## src/logic/cpu_isa_pkg.sv

```systemverilog
`default_nettype none

package cpu_isa_pkg;

	localparam int xlen     = 32;
	localparam int imm_w    = 16; // I-type immediate field
	localparam int target_w = 26; // J-type index field

	typedef logic [xlen-1:0] word_t;
	typedef logic [4:0]      reg_addr_t;
	typedef logic [5:0]      opcode_t;
	typedef logic [5:0]      funct_t;

	// primary opcodes
	localparam opcode_t op_special = 6'h00;
	localparam opcode_t op_j       = 6'h02;
	localparam opcode_t op_jal     = 6'h03;
	localparam opcode_t op_beq     = 6'h04;
	localparam opcode_t op_bne     = 6'h05;
	localparam opcode_t op_addiu   = 6'h09;
	localparam opcode_t op_slti    = 6'h0a;
	localparam opcode_t op_sltiu   = 6'h0b;
	localparam opcode_t op_andi    = 6'h0c;
	localparam opcode_t op_ori     = 6'h0d;
	localparam opcode_t op_xori    = 6'h0e;
	localparam opcode_t op_lui     = 6'h0f;
	localparam opcode_t op_lw      = 6'h23;
	localparam opcode_t op_sw      = 6'h2b;

	// function codes under op_special
	localparam funct_t fn_jr   = 6'h08;
	localparam funct_t fn_jalr = 6'h09;
	localparam funct_t fn_addu = 6'h21;
	localparam funct_t fn_subu = 6'h23;
	localparam funct_t fn_and  = 6'h24;
	localparam funct_t fn_or   = 6'h25;
	localparam funct_t fn_xor  = 6'h26;
	localparam funct_t fn_nor  = 6'h27;
	localparam funct_t fn_slt  = 6'h2a;
	localparam funct_t fn_sltu = 6'h2b;

	typedef enum logic [2:0] {
		alu_add, alu_sub, alu_and, alu_or, alu_xor, alu_nor, alu_slt, alu_sltu
	} alu_op_t;

	localparam reg_addr_t link_reg = 5'd31; // jal destination
	localparam word_t     reset_pc = 32'h0000_0000;
	localparam word_t     pc_step  = 32'd4;

endpackage

`default_nettype wire

```

## src/logic/cpu_bus_pkg.sv

```systemverilog
`default_nettype none

package cpu_bus_pkg;

	// one-hot controller states
	typedef enum logic [8:0] {
		st_init  = 9'b0_0000_0001,
		st_if    = 9'b0_0000_0010,
		st_iw    = 9'b0_0000_0100,
		st_id    = 9'b0_0000_1000,
		st_ex    = 9'b0_0001_0000,
		st_store = 9'b0_0010_0000,
		st_load  = 9'b0_0100_0000,
		st_rdw   = 9'b0_1000_0000,
		st_wb    = 9'b1_0000_0000
	} cpu_state_t;

	typedef struct packed {
		cpu_isa_pkg::word_t addr;
		cpu_isa_pkg::word_t wdata;
		logic [3:0]         wstrb;
		logic               read;
		logic               write;
	} mem_req_t;

	// wen in the top bit, pc in the low word
	typedef struct packed {
		logic                   wen;
		cpu_isa_pkg::reg_addr_t waddr;
		cpu_isa_pkg::word_t     wdata;
		cpu_isa_pkg::word_t     pc;
	} retire_t;

	typedef struct packed {
		cpu_isa_pkg::alu_op_t alu_op;
		logic use_imm;   // b operand from immediate
		logic zero_ext;  // logical immediates
		logic is_lui;
		logic is_load;
		logic is_store;
		logic is_branch;
		logic branch_ne; // set for bne
		logic is_jump;
		logic jump_reg;  // jr and jalr
		logic link;
		logic writes_rd;
		logic writes_rt;
	} ctrl_t;

endpackage

`default_nettype wire

```

## src/logic/cpu_decode.sv

```systemverilog
`timescale 1ns/100ps
`default_nettype none

module cpu_decode (
	input  cpu_isa_pkg::word_t                  ir,
	output cpu_bus_pkg::ctrl_t                  ctrl,
	output cpu_isa_pkg::reg_addr_t              rs,
	output cpu_isa_pkg::reg_addr_t              rt,
	output cpu_isa_pkg::reg_addr_t              rd,
	output logic [cpu_isa_pkg::imm_w-1:0]       imm,
	output logic [cpu_isa_pkg::target_w-1:0]    target,
	output logic                                nop
);
	import cpu_isa_pkg::*;
	import cpu_bus_pkg::*;

	opcode_t opcode;
	funct_t  funct;

	assign opcode = ir[31:26];
	assign rs     = ir[25:21];
	assign rt     = ir[20:16];
	assign rd     = ir[15:11];
	assign funct  = ir[5:0];
	assign imm    = ir[imm_w-1:0];
	assign target = ir[target_w-1:0];
	assign nop    = (ir == '0); // all-zero word only

	always_comb begin
		ctrl        = '0;
		ctrl.alu_op = alu_add;
		case (opcode)
			op_special: begin
				ctrl.writes_rd = 1'b1;
				case (funct)
					fn_jr: begin
						ctrl.writes_rd = 1'b0;
						ctrl.is_jump   = 1'b1;
						ctrl.jump_reg  = 1'b1;
					end
					fn_jalr: begin
						ctrl.is_jump  = 1'b1;
						ctrl.jump_reg = 1'b1;
						ctrl.link     = 1'b1;
					end
					fn_addu: ctrl.alu_op = alu_add;
					fn_subu: ctrl.alu_op = alu_sub;
					fn_and:  ctrl.alu_op = alu_and;
					fn_or:   ctrl.alu_op = alu_or;
					fn_xor:  ctrl.alu_op = alu_xor;
					fn_nor:  ctrl.alu_op = alu_nor;
					fn_slt:  ctrl.alu_op = alu_slt;
					fn_sltu: ctrl.alu_op = alu_sltu;
					default: ctrl.writes_rd = 1'b0; // unsupported funct retires nothing
				endcase
			end
			op_j:   ctrl.is_jump = 1'b1;
			op_jal: begin
				ctrl.is_jump = 1'b1;
				ctrl.link    = 1'b1;
			end
			op_beq, op_bne: begin
				ctrl.is_branch = 1'b1;
				ctrl.branch_ne = (opcode == op_bne);
				ctrl.alu_op    = alu_sub; // compare through the zero flag
			end
			op_addiu, op_slti, op_sltiu, op_andi, op_ori, op_xori: begin
				ctrl.use_imm   = 1'b1;
				ctrl.writes_rt = 1'b1;
				case (opcode)
					op_slti:  ctrl.alu_op = alu_slt;
					op_sltiu: ctrl.alu_op = alu_sltu; // sign-extended, compared unsigned
					op_andi:  ctrl.alu_op = alu_and;
					op_ori:   ctrl.alu_op = alu_or;
					op_xori:  ctrl.alu_op = alu_xor;
					default:  ctrl.alu_op = alu_add;
				endcase
				ctrl.zero_ext = (opcode == op_andi) || (opcode == op_ori) || (opcode == op_xori);
			end
			op_lui: begin
				ctrl.is_lui    = 1'b1;
				ctrl.writes_rt = 1'b1;
			end
			op_lw: begin
				ctrl.is_load   = 1'b1;
				ctrl.use_imm   = 1'b1;
				ctrl.writes_rt = 1'b1;
			end
			op_sw: begin
				ctrl.is_store = 1'b1;
				ctrl.use_imm  = 1'b1;
			end
			default: ctrl = '0;
		endcase
	end

endmodule

`default_nettype wire

```

## src/logic/cpu_alu.sv

```systemverilog
`timescale 1ns/100ps
`default_nettype none

module cpu_alu (
	input  cpu_isa_pkg::word_t   a,
	input  cpu_isa_pkg::word_t   b,
	input  cpu_isa_pkg::alu_op_t op,
	output cpu_isa_pkg::word_t   result,
	output logic                 zero
);
	import cpu_isa_pkg::*;

	always_comb begin
		case (op)
			alu_add:  result = a + b;
			alu_sub:  result = a - b;
			alu_and:  result = a & b;
			alu_or:   result = a | b;
			alu_xor:  result = a ^ b;
			alu_nor:  result = ~(a | b);
			alu_slt:  result = {{(xlen-1){1'b0}}, $signed(a) < $signed(b)};
			alu_sltu: result = {{(xlen-1){1'b0}}, a < b};
			default:  result = '0;
		endcase
	end

	assign zero = (result == '0); // beq/bne use this on a - b

endmodule

`default_nettype wire

```

## src/logic/cpu_reg_file.sv

```systemverilog
`timescale 1ns/100ps
`default_nettype none

module cpu_reg_file (
	input  logic                   clk,
	input  cpu_isa_pkg::reg_addr_t raddr1,
	input  cpu_isa_pkg::reg_addr_t raddr2,
	output cpu_isa_pkg::word_t     rdata1,
	output cpu_isa_pkg::word_t     rdata2,
	input  logic                   wen,
	input  cpu_isa_pkg::reg_addr_t waddr,
	input  cpu_isa_pkg::word_t     wdata
);
	import cpu_isa_pkg::*;

	word_t regs [32];

	always_ff @(posedge clk) begin
		if (wen && (waddr != '0))
			regs[waddr] <= wdata; // writes to r0 are dropped
	end

	// r0 is hardwired
	assign rdata1 = (raddr1 == '0) ? '0 : regs[raddr1];
	assign rdata2 = (raddr2 == '0) ? '0 : regs[raddr2];

endmodule

`default_nettype wire

```

## src/logic/cpu_control_fsm.sv

```systemverilog
`timescale 1ns/100ps
`default_nettype none

module cpu_control_fsm (
	input  logic                    clk,
	input  logic                    rst,
	input  logic                    is_load,
	input  logic                    is_store,
	input  logic                    wb_needed,
	input  logic                    nop,
	input  logic                    inst_req_ready,
	input  logic                    inst_valid,
	input  logic                    mem_req_ready,
	input  logic                    read_data_valid,
	output cpu_bus_pkg::cpu_state_t state,
	output logic                    inst_req_valid,
	output logic                    inst_ready,
	output logic                    mem_read,
	output logic                    mem_write,
	output logic                    read_data_ready
);
	import cpu_bus_pkg::*;

	cpu_state_t next_state;

	always_ff @(posedge clk) begin
		if (rst)
			state <= st_init;
		else
			state <= next_state;
	end

	always_comb begin
		next_state = state; // hold while waiting on a handshake
		case (state)
			st_init: next_state = st_if;
			st_if: begin
				if (inst_req_ready)
					next_state = st_iw;
			end
			st_iw: begin
				if (inst_valid)
					next_state = st_id;
			end
			st_id:   next_state = nop ? st_if : st_ex;
			st_ex: begin
				// loads also write back, so check them before wb_needed
				if (is_store)
					next_state = st_store;
				else if (is_load)
					next_state = st_load;
				else if (wb_needed)
					next_state = st_wb;
				else
					next_state = st_if; // branches, j, jr
			end
			st_store: begin
				if (mem_req_ready)
					next_state = st_if;
			end
			st_load: begin
				if (mem_req_ready)
					next_state = st_rdw;
			end
			st_rdw: begin
				if (read_data_valid)
					next_state = st_wb;
			end
			st_wb:   next_state = st_if;
			default: next_state = st_init;
		endcase
	end

	// strobes straight from the state register
	assign inst_req_valid  = (state == st_if);
	assign inst_ready      = (state == st_iw);
	assign mem_write       = (state == st_store);
	assign mem_read        = (state == st_load);
	assign read_data_ready = (state == st_rdw);

endmodule

`default_nettype wire

```

## src/logic/cpu_datapath.sv

```systemverilog
`timescale 1ns/100ps
`default_nettype none

module cpu_datapath (
	input  logic                    clk,
	input  logic                    rst,
	input  cpu_bus_pkg::cpu_state_t state,
	input  logic                    inst_valid,
	input  cpu_isa_pkg::word_t      instruction,
	input  logic                    read_data_valid,
	input  cpu_isa_pkg::word_t      read_data,
	input  logic                    mem_write,
	input  logic                    mem_read,
	output cpu_isa_pkg::word_t      pc,
	output cpu_bus_pkg::mem_req_t   mem_req,
	output cpu_bus_pkg::retire_t    retire,
	output logic                    is_load,
	output logic                    is_store,
	output logic                    wb_needed,
	output logic                    nop
);
	import cpu_isa_pkg::*;
	import cpu_bus_pkg::*;

	word_t               ir;
	word_t               mdr;
	word_t               alu_out;
	word_t               retired_pc; // address of the instruction in flight
	ctrl_t               ctrl;
	reg_addr_t           rs;
	reg_addr_t           rt;
	reg_addr_t           rd;
	reg_addr_t           waddr;
	logic [imm_w-1:0]    imm;
	logic [target_w-1:0] target;
	word_t               rdata1;
	word_t               rdata2;
	word_t               imm_ext;
	word_t               branch_off;
	word_t               alu_a;
	word_t               alu_b;
	word_t               alu_result;
	word_t               wb_data;
	alu_op_t             alu_op;
	logic                alu_zero;
	logic                branch_taken;
	logic                ir_load;
	logic                rf_wen;

	cpu_decode u_decode (
		.ir(ir), .ctrl(ctrl), .rs(rs), .rt(rt), .rd(rd),
		.imm(imm), .target(target), .nop(nop)
	);

	assign imm_ext    = ctrl.zero_ext ? {{(xlen-imm_w){1'b0}}, imm}
	                                  : {{(xlen-imm_w){imm[imm_w-1]}}, imm};
	assign branch_off = {{(xlen-imm_w-2){imm[imm_w-1]}}, imm, 2'b00};

	// IW: pc+4, ID: branch target, EX: the instruction itself
	always_comb begin
		alu_a  = rdata1;
		alu_b  = ctrl.use_imm ? imm_ext : rdata2;
		alu_op = ctrl.alu_op;
		if (state == st_iw) begin
			alu_a  = pc;
			alu_b  = pc_step;
			alu_op = alu_add;
		end else if (state == st_id) begin
			alu_a  = pc; // already address + 4 here
			alu_b  = branch_off;
			alu_op = alu_add;
		end else if (ctrl.link) begin
			alu_a  = pc; // link = address + 8
			alu_b  = pc_step;
			alu_op = alu_add;
		end
	end

	cpu_alu u_alu (.a(alu_a), .b(alu_b), .op(alu_op), .result(alu_result), .zero(alu_zero));

	assign branch_taken = ctrl.is_branch && (alu_zero ^ ctrl.branch_ne);
	assign ir_load      = (state == st_iw) && inst_valid;

	always_ff @(posedge clk) begin
		if (rst) begin
			pc         <= reset_pc;
			retired_pc <= reset_pc;
		end else if (ir_load) begin
			pc         <= alu_result;
			retired_pc <= pc;
		end else if (state == st_ex) begin
			if (ctrl.is_jump && ctrl.jump_reg)
				pc <= rdata1;
			else if (ctrl.is_jump)
				pc <= {pc[31:28], target, 2'b00};
			else if (branch_taken)
				pc <= alu_out; // target computed in ID
		end
	end

	always_ff @(posedge clk) begin
		if (ir_load)
			ir <= instruction;
		if ((state == st_id) || (state == st_ex))
			alu_out <= alu_result;
		if ((state == st_rdw) && read_data_valid)
			mdr <= read_data;
	end

	assign waddr   = ctrl.writes_rt ? rt : (ctrl.writes_rd ? rd : link_reg);
	assign wb_data = ctrl.is_load ? mdr :
	                 ctrl.is_lui  ? {imm, {(xlen-imm_w){1'b0}}} : alu_out;
	assign rf_wen  = (state == st_wb);

	cpu_reg_file u_reg_file (
		.clk(clk), .raddr1(rs), .raddr2(rt), .rdata1(rdata1), .rdata2(rdata2),
		.wen(rf_wen), .waddr(waddr), .wdata(wb_data)
	);

	// word-aligned, full-word stores only
	assign mem_req = '{addr:  {alu_out[xlen-1:2], 2'b00},
	                   wdata: rdata2,
	                   wstrb: mem_write ? 4'b1111 : 4'b0000,
	                   read:  mem_read,
	                   write: mem_write};

	assign retire = '{wen: rf_wen, waddr: waddr, wdata: wb_data, pc: retired_pc};

	assign is_load   = ctrl.is_load;
	assign is_store  = ctrl.is_store;
	assign wb_needed = ctrl.writes_rd || ctrl.writes_rt || ctrl.link;

endmodule

`default_nettype wire

```

## src/logic/cpu_core.sv

```systemverilog
`timescale 1ns/100ps
`default_nettype none

module cpu_core (
	input  logic                  clk,
	input  logic                  rst,
	output cpu_isa_pkg::word_t    pc,
	output logic                  inst_req_valid,
	input  logic                  inst_req_ready,
	input  cpu_isa_pkg::word_t    instruction,
	input  logic                  inst_valid,
	output logic                  inst_ready,
	output cpu_bus_pkg::mem_req_t mem_req,
	input  logic                  mem_req_ready,
	input  cpu_isa_pkg::word_t    read_data,
	input  logic                  read_data_valid,
	output logic                  read_data_ready,
	output cpu_bus_pkg::retire_t  retire
);
	import cpu_bus_pkg::*;

	cpu_state_t state;
	logic       mem_read;
	logic       mem_write;
	logic       is_load;
	logic       is_store;
	logic       wb_needed;
	logic       nop;

	cpu_control_fsm u_control_fsm (
		.clk(clk), .rst(rst),
		.is_load(is_load), .is_store(is_store), .wb_needed(wb_needed), .nop(nop),
		.inst_req_ready(inst_req_ready), .inst_valid(inst_valid),
		.mem_req_ready(mem_req_ready), .read_data_valid(read_data_valid),
		.state(state),
		.inst_req_valid(inst_req_valid), .inst_ready(inst_ready),
		.mem_read(mem_read), .mem_write(mem_write), .read_data_ready(read_data_ready)
	);

	cpu_datapath u_datapath (
		.clk(clk), .rst(rst), .state(state),
		.inst_valid(inst_valid), .instruction(instruction),
		.read_data_valid(read_data_valid), .read_data(read_data),
		.mem_write(mem_write), .mem_read(mem_read),
		.pc(pc), .mem_req(mem_req), .retire(retire),
		.is_load(is_load), .is_store(is_store), .wb_needed(wb_needed), .nop(nop)
	);

endmodule

`default_nettype wire

```

## config.mk

```make
export PLATFORM = sky130hd
export DESIGN_NAME = cpu_core
export DESIGN_NICKNAME = d
export VERILOG_FILES = /design/src/logic/cpu_isa_pkg.sv /design/src/logic/cpu_bus_pkg.sv /design/src/logic/cpu_decode.sv /design/src/logic/cpu_alu.sv /design/src/logic/cpu_reg_file.sv /design/src/logic/cpu_control_fsm.sv /design/src/logic/cpu_datapath.sv /design/src/logic/cpu_core.sv
export SDC_FILE = /design/constraint.sdc
export NUM_CORES = 2
export LEC_CHECK = 0
export BUFFER_PORTS_ARGS = -buffer_cell sky130_fd_sc_hd__buf_2
export CORE_AREA = 2 2 508 510
export DETAILED_ROUTE_END_ITERATION = 7
export DIE_AREA = 0 0 510 512
export HOLD_SLACK_MARGIN = 0.08
export PLACE_DENSITY = 0.47
export REMOVE_ABC_BUFFERS = 1
export SYNTH_ARGS = -nofsm -noshare
export SYNTH_HDL_FRONTEND = slang
export SYNTH_SLANG_ARGS = --single-unit
```

## constraint.sdc

```tcl
create_clock -name clk -period 9.3 [get_ports clk]
set_clock_uncertainty 0.15 [all_clocks]
set_input_delay 1.86 -clock clk [delete_from_list [all_inputs] [get_ports clk]]
set_output_delay 1.86 -clock clk [all_outputs]
set_load 0.005 [all_outputs]
```

==> key figures <==
Status
  – Status: complete, no violations

Die
  – Initial core utilization: between 20% and 30%
  – Die area: roughly 260000 um^2
  – Die height: 512 um
  – Row cnt: between 150 and 200
  – Core Area: between 200000 and 300000 um^2
  – Chip Width: 510 um
  – Num ports: between 200 and 250

Synth
  – Post-synth EDFFs: ~1.1k
  – Top FF cell, synth: edfxtp_1
  – Mean Syn Cell Area: about 15 um^2
  – Synth Cell Area: roughly 64000 um^2
  – Area contributors post-synth: edfxtp_1 (53%), mux4_2 (19%), mux2i_1 (2.8%)
  – Synth top area share: a little over half
  – Post-synthesis cell type count: about 100
  – FFs w/ async S/R, synth: 0%
  – Post-synth top cells: edfxtp_1 (1120), mux4_2 (548), nand2_1 (412), nor2_1 (247), a21oi_1 (196)
  – FF+latch count, synth: between 1k and 1.5k
  – Cells after Synth: ~4.4k
  – Top-count cell post-synth: edfxtp_1
  – Seq/Total Area, Yosys: around 55%
  – Synth area leader: edfxtp_1
  – Synth Warn #: 0

Worst setup path
  – CP arrival: approximately 10 ns
  – Worst-path fanout max: 28
  – Setup CP Type: flop to flop
  – Worst Setup Start Kind: flop
  – Critical Path RT: between 9 and 10 ns
  – CP Capture Type: flop

Drt
  – Vias: ~44k
  – Antenna viol nets, final: 0
  – Pre-Repair DR Iteration Count: 5
  – Vias/cell: about 5.4
  – Wirelength per Cell: around 32 um
  – Starting DRT DRC Count: around 5.4k
  – Residual DRC count: 0
  – Detailed Route WL: about 270 mm

GRT
  – Antenna violations before repair: 17
  – Vias in the first global route: approximately 44k
  – Overflow after GRT: 0
  – Largest net degree at the start of global routing: 73
  – First-pass GRT wire length: ~360 mm
  – Aggregate global-route resource usage: roughly a fifth

Clock tree
  – CTS tree: done
  – Cell at the root of the clock tree: clkbuf_16
  – CTS sink cnt: ~1.2k
  – Htree depth: 4
  – CTS-repair resized insts: 0
  – Max Buffers Root-to-Sink: 3
  – Worst-Skew Late Latency: between 0.8 and 0.9 ns
  – Clock slew at reported path FFs: roughly 0.06 ns
  – Number of CTS-inserted buffers: around 150

Timing
  – Final WS setup: roughly 0.075 ns
  – Slew HR: 7.02%
  – Final hold vios: 0
  – Fin. max-slew vios: 0
  – Worst-Margin Slew: between 1 and 1.5 ns
  – Final setup vio count: 0
  – RSZ-0062 raised after global routing: false
  – Final period utilization: between 90% and 100%
  – Final Critical Period: a little over 9 ns
  – Fmax: between 100 and 150 MHz

Finish
  – Area Growth Syn to Fin: 17.5%
  – FILL cells: between 20k and 30k
  – Final #Nets: around 4.8k
  – Layout cells sized above 1: roughly 30%

Placed design
  – Hpwl dp: about 180 mm
  – Pre-CTS setup slack: roughly 0.44 ns
  – Port Buf Inserts: approximately 240
  – Routability cong.: approximately 0.95

Flow run
  – # Max-Cap Violations: 0

Power and ir drop
  – PnR Total Power: 12.8 mW
  – Switching part of the total: 25.6%
  – Clk pwr share: 43.5%
  – Sequential share of power: between 40% and 50%
  – Internal power: around 9.5 mW
  – Combinational power share: 10.4%
  – Maximum VDD drop: about 0.15 mV
  – Net switching power of the design: 3.28 mW
  – Pwr/cell area: 171 nW/um^2
  – Leakage: about 25 nW

Worst hold path
  – Min-delay worst type: flop to flop
[cell type report]
type / count / area [um^2] / share of cell area (%)
multi-input cells: 2744 / 26800 / 35.9
clock inverters: 80 / 786 / 1.05
well taps: 3384 / 4230 / 5.66
repair buffers: 490 / 3340 / 4.47
diodes: 3 / 7.51 / 0.0100
flip-flops and latches: 1203 / 35300 / 47.3
inverters: 108 / 408 / 0.546
clock buffers: 180 / 3810 / 5.10
[cell usage in the layout (no fill, tap or decap), types with 101 or more instances in the layout]
| cell type | count |
|---|---|
| nor2_1 | 215 |
| inv_1 | 103 |
| buf_2 | 241 |
| nand2_1 | 410 |
| clkbuf_16 | 147 |
| buf_4 | 228 |
| mux4_2 | 548 |
| a21oi_1 | 195 |
| o21ai_0 | 101 |
| edfxtp_1 | 1120 |
| mux2i_1 | 177 |
[path summary, 6_finish.rpt]
kind,from,endpoint,slack (ns),cells after the start
hold reg to reg,u_datapath.retired_pc[4],u_datapath.retired_pc[4],0.30,2
setup / recovery,u_datapath.ir[1],u_datapath.pc[21],0.07,23
setup reg to reg,u_datapath.ir[1],u_datapath.pc[21],0.07,23
hold / removal,u_datapath.retired_pc[4],u_datapath.retired_pc[4],0.30,2
[cell families after synthesis]
group                    count (synthesis)  share of synthesized area (%)
flip-flops                            1203                           55.5
AND/OR/NAND/NOR                       1037                           7.60
AO/OA/AOI/OAI                          791                           8.49
multiplexers                           786                           23.4
buffers and inverters                  454                           3.24
adder cells (fa/ha/maj)                 78                           1.56
XOR/XNOR                                18                          0.248
other                                    1                        0.00590
[layer usage]
metal / global-route usage, % / routed length (um) / vias to the layer above
met2: 30.8 / 121000 / 2278
met1: 26.1 / 108000 / 23243
met3: 4.59 / 22200 / 517
met5: 0 / 109 / -
li1: - / - / 18193
met4: 9.41 / 14000 / 16
[power by group through the flow]
stage	combinational, mW	sequential, mW	clock [mW]
after global routing	1.40	5.89	5.88
after CTS	1.30	5.90	5.69
after floorplan	0.821	6.04	0
after global placement	1.30	6.01	0
after detailed placement	1.29	6.01	0
final	1.33	5.90	5.56
[sequential cells by signal, summed over array words and instances (netlist names), named ones only]
register                    count
u_datapath.alu_out             32
u_datapath.ir                  32
u_datapath.u_reg_file.regs   1024
u_datapath.retired_pc          32
u_datapath.pc                  32
u_datapath.mdr                 32
u_control_fsm.state             9
[metrics by stage]
step	util (%)	hold WS, ns	area (um^2)	TNS, ns	cells
CTS	29.2	0.303	74700	0	8188
floorplan	-	0.297	62100	-423.88	4055
global route	29.2	0.313	74700	0	8189
detailed placement	27.4	0.294	70100	0	7928
finish	29.2	0.300	74700	0	8192
global placement	27.4	0.288	70100	0	7928
[critical path, stage by stage (launching register included)]
cell and delay [ns]:
edfxtp_1 0.57, nor3_1 1.05, a41oi_1 0.38, o21ai_4 0.75, buf_4 0.34, o21a_1 0.30
inv_1 0.08, ha_1 0.28, fa_1 0.52, a221oi_1 0.33, a311oi_1 0.13, or3_1 0.52
a21boi_0 0.23, buf_4 0.17, xnor2_1 0.11, o211ai_1 0.17, nand4b_1 0.30, or4_1 0.64
or4_1 0.59, or4_4 0.55, o2111ai_2 0.25, nand3_4 0.10, buf_12 0.19, mux2_4 0.33
[repair_timing]
item | CTS | global route
endpoints found under the setup margin | 0 | 2
buffers inserted | 0 | 1
endpoints found under the hold margin | 0 | 0
hold buffers | 0 | 0
Note: power is estimated with default switching activity, not from simulation.
